[src/rtl/fetch_mux_pkg.sv]
// ====================================================================
// Shared widths, opcodes and pipeline-slot types for the fetch mux
// stage. Every RTL module and the testbench pull these in with a
// wildcard import.
// ====================================================================

package fetch_mux_pkg;

	// ====================================================================
	// Widths and constants
	// ====================================================================

	// Instructions handed to decode per cycle
	localparam int NUM_SLOTS = 4;

	// Instructions are built from 16-bit parcels
	localparam int PARCEL_BITS = 16;

	// Every instruction is three parcels long, so six bytes
	localparam int INSN_PARCELS = 3;
	localparam int INSN_BYTES = 6;

	// A 64-byte instruction-cache line
	localparam int LINE_BITS = 512;

	// ====================================================================
	// Vector types
	// ====================================================================

	// Byte address of an instruction
	typedef logic [31:0] pc_t;

	// Opcode in bits 6:0, displacement in bits 47:16
	typedef logic [INSN_PARCELS*PARCEL_BITS-1:0] insn_t;

	// Raw cache line from the fetch stage
	typedef logic [LINE_BITS-1:0] line_t;

	// The part of the line that covers one group once it is aligned
	typedef logic [NUM_SLOTS*INSN_PARCELS*PARCEL_BITS-1:0] aligned_t;

	typedef logic [6:0] opcode_t;

	// ====================================================================
	// Opcodes
	// ====================================================================

	// NOP is zero so that zero-filled padding decodes as a NOP as well
	localparam opcode_t OP_NOP = 7'h00;
	// PC-relative call
	localparam opcode_t OP_BSR = 7'h01;
	// PC-relative branch
	localparam opcode_t OP_BRA = 7'h02;
	// Absolute call, the displacement field is the target
	localparam opcode_t OP_JSR = 7'h03;
	// Call through a register, the target is not known here
	localparam opcode_t OP_JSRR = 7'h04;
	localparam opcode_t OP_RET = 7'h05;

	// A full 48-bit NOP with every field other than the opcode zero
	localparam insn_t NOP_INSN = insn_t'(OP_NOP);

	// ====================================================================
	// Slot and flow structs
	// ====================================================================

	// One instruction slot in the pipeline group
	typedef struct packed {
		logic valid;
		// Suppressed by single stepping
		logic ssm;
		pc_t pc;
		insn_t insn;
	} slot_t;

	// Slot 0 is the oldest instruction of the group
	typedef slot_t [NUM_SLOTS-1:0] group_t;

	// Result of the flow-change scan over a registered group
	typedef struct packed {
		logic do_branch;
		logic do_call;
		logic do_ret;
		pc_t tgt;
		pc_t ret_pc;
	} flow_t;

endpackage

[src/rtl/line_aligner.sv]
// ====================================================================
// Aligns a fetched cache line at the parcel addressed by the fetch PC
// and flags a group that repeats the last fetch advance.
// ====================================================================

`timescale 1ns/1ns

module line_aligner import fetch_mux_pkg::*; (
	input  logic     clk,
	input  logic     rst_i,
	input  logic     advance_fet_i,
	input  line_t    line_i,
	input  pc_t      pc_i,
	output aligned_t aligned_o,
	output logic     redundant_o
);

	// A NOP in a single parcel, used to pad past the end of the line
	localparam logic [PARCEL_BITS-1:0] NOP_PARCEL = PARCEL_BITS'(OP_NOP);

	// Enough padding parcels to fill a whole group above the line
	localparam int PAD_PARCELS = NUM_SLOTS * INSN_PARCELS;

	localparam int EXT_BITS = PAD_PARCELS * PARCEL_BITS + LINE_BITS;

	// Line with NOP parcels stacked on top of it
	logic [EXT_BITS-1:0] line_ext;

	// Shift amount in bits, the parcel index times sixteen
	logic [8:0] shamt;

	// Fetch PC and aligned line from the last advance
	pc_t      prev_pc;
	aligned_t prev_aligned;

	// ====================================================================
	// Alignment
	// ====================================================================

	always_comb begin
		line_ext = {{PAD_PARCELS{NOP_PARCEL}}, line_i};
		// PC bits 5:1 select one of the 32 parcels in a 64-byte line
		shamt = {pc_i[5:1], 4'd0};
	end

	// Only the low end of the shifted line is needed for four slots
	assign aligned_o = aligned_t'(line_ext >> shamt);

	// ====================================================================
	// Redundant-group detection
	// ====================================================================

	// The record follows fetch advances only, a stall does not hold it
	always_ff @(posedge clk) begin
		if (rst_i) begin
			prev_pc <= '0;
			prev_aligned <= '0;
		end else if (advance_fet_i) begin
			prev_pc <= pc_i;
			prev_aligned <= aligned_o;
		end
	end

	// Same address and same bits as last time means the group was already
	// sent down the pipe
	assign redundant_o = (prev_pc == pc_i) && (prev_aligned == aligned_o);

endmodule

[src/rtl/slot_builder.sv]
// ====================================================================
// Cuts the aligned line into four instruction slots, applies the
// single-step, interrupt, stomp and branch-miss rules, and registers
// the resulting group for the decode stage.
// ====================================================================

`timescale 1ns/1ns

module slot_builder import fetch_mux_pkg::*; (
	input  logic     clk,
	input  logic     rst_i,
	input  logic     en_i,
	input  logic     stall_i,
	input  pc_t      pc_i,
	input  aligned_t aligned_i,
	input  logic     redundant_i,
	input  logic     ssm_i,
	input  logic     nmi_i,
	input  logic     irq_i,
	input  logic     stomp_i,
	input  logic     branchmiss_i,
	input  pc_t      miss_pc_i,
	output group_t   group_o
);

	localparam int INSN_W = $bits(insn_t);

	// Register enable, held back by a stall
	logic en;

	// Single-step flag from the previous enabled cycle
	logic ssm_q;

	// First cycle of a single step lets exactly one instruction through
	logic first_step;

	// Interrupts and stomps kill the whole group
	logic kill_all;

	// PC of every slot
	pc_t slot_pc [NUM_SLOTS];

	group_t group_d;
	group_t group_q;

	assign en = en_i & ~stall_i;
	assign first_step = ssm_i & ~ssm_q;
	assign kill_all = nmi_i | irq_i | stomp_i;

	// ====================================================================
	// Slot construction
	// ====================================================================

	// Instructions are fixed length, so slot i sits 6*i bytes past the PC
	always_comb begin
		for (int i = 0; i < NUM_SLOTS; i++) begin
			slot_pc[i] = pc_i + pc_t'(INSN_BYTES * i);
		end
	end

	always_comb begin
		for (int i = 0; i < NUM_SLOTS; i++) begin
			group_d[i].pc = slot_pc[i];
			group_d[i].insn = aligned_i[i*INSN_W +: INSN_W];
			group_d[i].ssm = 1'b0;
			group_d[i].valid = ~kill_all;

			// The same group was already issued on the last advance
			if (redundant_i) begin
				group_d[i].insn = NOP_INSN;
			end

			// Under single step only slot 0 of the first cycle survives,
			// everything else is marked as held back by the step
			if (ssm_i && (i != 0 || !first_step)) begin
				group_d[i].insn = NOP_INSN;
				group_d[i].ssm = 1'b1;
				group_d[i].valid = 1'b0;
			end

			// Instructions ahead of a mispredicted branch target are on the
			// wrong path and must not execute
			if (branchmiss_i && (slot_pc[i] < miss_pc_i)) begin
				group_d[i].insn = NOP_INSN;
				group_d[i].valid = 1'b0;
			end
		end
	end

	// ====================================================================
	// Group register
	// ====================================================================

	always_ff @(posedge clk) begin
		if (rst_i) begin
			ssm_q <= 1'b0;
			for (int i = 0; i < NUM_SLOTS; i++) begin
				group_q[i].valid <= 1'b0;
				group_q[i].ssm <= 1'b0;
				group_q[i].pc <= '0;
				group_q[i].insn <= NOP_INSN;
			end
		end else if (en) begin
			ssm_q <= ssm_i;
			group_q <= group_d;
		end
	end

	assign group_o = group_q;

endmodule

[src/rtl/flow_detector.sv]
// ====================================================================
// Scans a registered group for the first valid branch, call or return
// and works out the branch target and the return address.
// ====================================================================

`timescale 1ns/1ns

module flow_detector import fetch_mux_pkg::*; #(
	parameter pc_t RST_PC = 32'h0000_0000
) (
	input  group_t group_i,
	output flow_t  flow_o
);

	// Per-slot opcode and displacement fields
	opcode_t op [NUM_SLOTS];
	pc_t     disp [NUM_SLOTS];

	// Slot holds a valid flow-change instruction
	logic [NUM_SLOTS-1:0] hit;

	// ====================================================================
	// Per-slot decode
	// ====================================================================

	always_comb begin
		for (int i = 0; i < NUM_SLOTS; i++) begin
			op[i] = group_i[i].insn[6:0];
			// The displacement is the top two parcels of the instruction
			disp[i] = group_i[i].insn[47:16];
			hit[i] = group_i[i].valid &&
				(op[i] inside {OP_BSR, OP_BRA, OP_JSR, OP_JSRR, OP_RET});
		end
	end

	// ====================================================================
	// Priority select
	// ====================================================================

	// Slot 0 is oldest, so the lowest slot with a hit wins and any flow
	// change behind it is on a path that will not be followed
	always_comb begin
		logic found;

		found = 1'b0;
		flow_o.do_branch = 1'b0;
		flow_o.do_call = 1'b0;
		flow_o.do_ret = 1'b0;
		flow_o.tgt = RST_PC;
		flow_o.ret_pc = RST_PC;

		for (int i = 0; i < NUM_SLOTS; i++) begin
			if (hit[i] && !found) begin
				found = 1'b1;
				case (op[i])
					OP_BSR: begin
						flow_o.do_branch = 1'b1;
						flow_o.do_call = 1'b1;
						flow_o.tgt = group_i[i].pc + disp[i];
						flow_o.ret_pc = group_i[i].pc + pc_t'(INSN_BYTES);
					end
					OP_BRA: begin
						flow_o.do_branch = 1'b1;
						flow_o.tgt = group_i[i].pc + disp[i];
					end
					OP_JSR: begin
						flow_o.do_branch = 1'b1;
						flow_o.do_call = 1'b1;
						flow_o.tgt = disp[i];
						flow_o.ret_pc = group_i[i].pc + pc_t'(INSN_BYTES);
					end
					// Register call, the target comes from later in the pipe
					OP_JSRR: begin
						flow_o.do_call = 1'b1;
						flow_o.ret_pc = group_i[i].pc + pc_t'(INSN_BYTES);
					end
					OP_RET: begin
						flow_o.do_ret = 1'b1;
					end
					default: begin
						flow_o.do_branch = 1'b0;
					end
				endcase
			end
		end
	end

endmodule

[src/rtl/fetch_mux_top.sv]
// ====================================================================
// Fetch-to-decode mux stage. Takes a cache line and fetch PC, hands
// four registered instruction slots to decode one cycle later and
// reports the first flow change found in them.
// ====================================================================

`timescale 1ns/1ns

module fetch_mux_top import fetch_mux_pkg::*; #(
	parameter pc_t RST_PC = 32'hffff_fc00
) (
	input  logic   clk,
	input  logic   rst_i,
	input  logic   advance_fet_i,
	input  logic   en_i,
	input  logic   stall_i,
	input  line_t  line_i,
	input  pc_t    pc_i,
	input  logic   ssm_i,
	input  logic   nmi_i,
	input  logic   irq_i,
	input  logic   stomp_i,
	input  logic   branchmiss_i,
	input  pc_t    miss_pc_i,
	input  logic   flush_i,
	output group_t group_o,
	output flow_t  flow_o,
	output logic   flush_o,
	output logic   nop_o
);

	aligned_t aligned;
	logic     redundant;

	// Same enable as the slot registers, so side signals stay in step
	logic en;

	assign en = en_i & ~stall_i;

	line_aligner line_aligner_i (
		.clk           (clk),
		.rst_i         (rst_i),
		.advance_fet_i (advance_fet_i),
		.line_i        (line_i),
		.pc_i          (pc_i),
		.aligned_o     (aligned),
		.redundant_o   (redundant)
	);

	slot_builder slot_builder_i (
		.clk          (clk),
		.rst_i        (rst_i),
		.en_i         (en_i),
		.stall_i      (stall_i),
		.pc_i         (pc_i),
		.aligned_i    (aligned),
		.redundant_i  (redundant),
		.ssm_i        (ssm_i),
		.nmi_i        (nmi_i),
		.irq_i        (irq_i),
		.stomp_i      (stomp_i),
		.branchmiss_i (branchmiss_i),
		.miss_pc_i    (miss_pc_i),
		.group_o      (group_o)
	);

	flow_detector #(
		.RST_PC (RST_PC)
	) flow_detector_i (
		.group_i (group_o),
		.flow_o  (flow_o)
	);

	// Flush and stomp travel alongside the group they belong to
	always_ff @(posedge clk) begin
		if (rst_i) begin
			flush_o <= 1'b0;
			nop_o <= 1'b0;
		end else if (en) begin
			flush_o <= flush_i;
			nop_o <= stomp_i;
		end
	end

endmodule

[config.mk]
export PLATFORM = sky130hd
export DESIGN_NAME = fetch_mux_top
export DESIGN_NICKNAME = d
export VERILOG_FILES = /design/src/rtl/fetch_mux_pkg.sv /design/src/rtl/line_aligner.sv /design/src/rtl/slot_builder.sv /design/src/rtl/flow_detector.sv /design/src/rtl/fetch_mux_top.sv
export SDC_FILE = /design/constraint.sdc
export NUM_CORES = 2
export LEC_CHECK = 0
export ABC_CLOCK_PERIOD_IN_PS = 12100
export BUFFER_PORTS_ARGS = -buffer_cell sky130_fd_sc_hd__buf_2
export CELL_PAD_IN_SITES_DETAIL_PLACEMENT = 0
export CELL_PAD_IN_SITES_GLOBAL_PLACEMENT = 2
export CORE_MARGIN = 10
export CORE_UTILIZATION = 30
export CTS_CLUSTER_SIZE = 8
export DETAILED_ROUTE_END_ITERATION = 10
export PLACE_DENSITY = 0.71
export SLEW_MARGIN = 20
export SYNTH_ARGS = -nofsm -noshare
export SYNTH_HDL_FRONTEND = slang
export SYNTH_HIERARCHICAL = 1
export SYNTH_SLANG_ARGS = --single-unit
[constraint.sdc]
create_clock -name clk -period 12.1 [get_ports clk]
set_clock_uncertainty 0.15 [all_clocks]
set_input_delay 1.21 -clock clk [delete_from_list [all_inputs] [get_ports clk]]
set_output_delay 1.21 -clock clk [all_outputs]
set_load 0.01 [all_outputs]
==> flow_summary.ini <==
[power]
peakVddDrop_mv = 0.0962
leakage_nw = 31.2
p_per_area_nw_per_um2 = 99.9

[clock_tree]
clk_latency_ns = 0.68
cts_resized = 0
ctsHoldBuffers = 0
clockRootBuffer = clkbuf_16
numCtsBuffers = 79
clockBufferDepth = 3
cts_setup_buffers = 0
cts_tree = built
clkSinkCount = 547
htreeDepth = 3
cts.clk_slew.worst_paths_ns = 0.06

[timing]
tightest_slew_ns = 1.42
rsz0062_at_grt = false
final.period_utilization_pct = 72.1
tns_ns = 0
hold_viol = 0
slew_viol_final = 0
fmax_mhz = 115
finalSetupViolations = 0
relSlewSlack_pct = 4.54
hold_slack_ns = 0.306
worst_slack_ns = 3.38
min_period_ns = 8.72

[setup_path]
ff2ff_path_depth = 15
crit_end = slot_builder_i/group_o[251]
crit_fanout = 70
cp_data_required_time_ns = 12.46
r2r_end = slot_builder_i/group_o[251]
r2r-start = line_aligner_i/prev_pc[16]
cp-startpoint = pc_i[2]
regToRegSetupSlack_ns = 5.67
arrival_ns = 9.08
crit_type = in -> reg
end_kind = flop
startpoint_type = input port

[placement]
port_buffers = 983
place_area_um2 = 71700
pre_cts_ws_ns = 3.07
gp_congestion = 1.07
post-dp-hpwl_um = 432000

[synthesis]
avgSynthCellArea_um2 = 8.17
syn_area_um2 = 63700
synth_edf_count = 0
synth-seq-cells = 547
syn-num-nets = 8649
yosys_warnings = 6
yosys.cell_types.count = 112
ys_async_sr_fraction_pct = 0
ys_seq_area_share_pct = 17.2
synthCells = 7803
synth_ff_type = dfxtp_1

[global_routing]
grt_antenna_before_repair = 107
grt_pass1_vias = 72800
overflow = 0
grt_start_max_net_pins = 156
grt_use_total_pct = 43.7
grt_pass1_wl_um = 698000

[drt]
vias = 77700
wirelength_um = 536000
routedWlPerCell_um = 47.1
firstDrtPassIters = 7
drtIter0Drc = 12000
viasPerCell = 6.82
drc = 0
postRouteAntennaNets = 0

[finish]
final_common_cell = buf_2
fillers = 22600
final_nets = 9353
area_growth_pct = 16.3
finish.instance_area_um2 = 74100
final_cell_mix = buf_2 (977), nor2_1 (731), mux2i_1 (678)
utilization_pct = 35.0
drive_gt1_share_pct = 23.0

[floorplanning]
core_um2 = 212000
initial_core_util_pct = 30.1
row_count = 169
dieWidth_um = 481
die_area_um2 = 231000
die_y_um = 481
ioPinCount = 984

[status]
status = complete, no violations

[min_path]
hp-class = reg -> reg

[run]
max_cap_viol_count = 0
## synthesized netlist by cell type (all sizes together), types with 26 or more instances
| library cell | number | area share [%] |
|---|---|---|
| o21a | 44 | 0.52 |
| nor2b | 55 | 0.55 |
| a22oi | 160 | 1.9 |
| or3 | 29 | 0.29 |
| nand4 | 78 | 0.77 |
| and3 | 69 | 0.68 |
| nor4 | 51 | 0.55 |
| mux4 | 233 | 8.2 |
| a32o | 59 | 0.93 |
| mux2 | 187 | 3.3 |
| nand2 | 638 | 3.8 |
| a221o | 38 | 0.60 |
| nor2 | 744 | 4.4 |
| nand3 | 153 | 1.2 |
| and2 | 65 | 0.64 |
| a221oi | 108 | 1.5 |
| o211ai | 71 | 0.85 |
| a21o | 70 | 0.82 |
| nand2b | 159 | 1.6 |
| buf | 317 | 3.2 |
| a21oi | 357 | 2.8 |
| a211oi | 193 | 2.3 |
| o22a | 30 | 0.41 |
| nand3b | 66 | 0.78 |
| mux2i | 686 | 11 |
| a22o | 100 | 1.4 |
| o21ai | 280 | 2.2 |
| xor2 | 201 | 2.8 |
| a2111oi | 26 | 0.37 |
| clkbuf | 316 | 1.9 |
| dfxtp | 547 | 17 |
| inv | 233 | 1.4 |
| o221ai | 106 | 1.5 |
| xnor2 | 239 | 3.3 |
| ha | 255 | 5.0 |
| a31oi | 34 | 0.33 |
| o22ai | 253 | 2.5 |
| or3b | 53 | 0.73 |
| nor3 | 145 | 1.2 |
## worst min path at each step
stage / start / to / cells after the start
3_3_place_gp: slot_builder_i/group_o[80] / slot_builder_i/group_o[80] / 2
5_1_grt: slot_builder_i/group_o[63] / slot_builder_i/group_o[63] / 2
6_report: slot_builder_i/group_o[60] / slot_builder_i/group_o[60] / 2
4_1_cts: slot_builder_i/group_o[80] / slot_builder_i/group_o[80] / 2
2_1_floorplan: line_aligner_i/prev_aligned[104] / line_aligner_i/prev_aligned[104] / 2
3_5_place_dp: slot_builder_i/group_o[60] / slot_builder_i/group_o[60] / 2
## state kept, by name, summed over array words and instances, names as in the netlist
register and flops:
nop_o 1, slot_builder_i/ssm_q 1, slot_builder_i/group_o 320, flush_o 1
line_aligner_i/prev_aligned 192, line_aligner_i/prev_pc 32
## cell type report
class | instances | area (um2) | share of cell area [%]
Antenna cell | 53 | 133 | 0.179
Clock buffer | 89 | 2110 | 2.84
Clock inverter | 5 | 83.8 | 0.113
Inverter | 234 | 883 | 1.19
Multi-Input combinational cell | 6389 | 49200 | 66.3
Sequential cell | 547 | 11000 | 14.8
Tap cell | 2821 | 3530 | 4.76
Timing Repair Buffer | 1256 | 7270 | 9.80
## stage by stage
step,instances,power [mW]
3_5_place_dp,11200,5.12
2_1_floorplan,7803,3.55
6_report,11400,7.40
3_3_place_gp,11200,5.11
5_1_grt,11400,7.48
4_1_cts,11300,7.23
## report_power, final
group | internal (mW) | leakage, nW | total (mW) | switching (mW)
combinational | 0.957 | 25.7 | 3.14 | 2.19
clock | 1.22 | 1.08 | 2.12 | 0.903
sequential | 1.91 | 4.48 | 2.14 | 0.228
## cell families (layout without fill, tap and decap cells)
logic type / count (synthesis) / after routing / synth area share [%]
AND/OR/NAND/NOR: 2417 / 2417 / 18.6
AO/OA/AOI/OAI: 2167 / 2167 / 24.2
multiplexers: 1106 / 1106 / 22.4
buffers and inverters: 867 / 1584 / 6.47
flip-flops: 547 / 547 / 17.2
XOR/XNOR: 440 / 440 / 6.05
adder cells (fa/ha/maj): 259 / 259 / 5.13
other: 0 / 53 / 0
## metal layers
| layer | vias up | global-route usage (%) | wire length (um) | part of all wire [%] |
|---|---|---|---|---|
| met5 | - | 0.0207 | 363 | 0.068 |
| met4 | 52 | 33.0 | 50700 | 9.5 |
| met3 | 1598 | 14.8 | 63400 | 12 |
| met2 | 6265 | 63.8 | 220000 | 41 |
| met1 | 38700 | 52.7 | 202000 | 38 |
| li1 | 31100 | - | - | - |
## worst max-delay path, cell delays in order
cell	delay, ns
buf_8	0.45
buf_4	0.70
buf_4	0.49
mux2i_1	0.60
o22ai_1	0.19
nor4b_1	0.68
o221ai_1	0.63
a221oi_1	0.45
o2111ai_1	0.30
nor4_1	0.33
nand4_1	0.17
nor4_1	0.61
and4_1	0.43
nor3_2	0.08
buf_4	0.30
o211ai_1	0.49
buf_4	0.54
o221ai_1	0.18
Power figures use the tool's default switching activity.
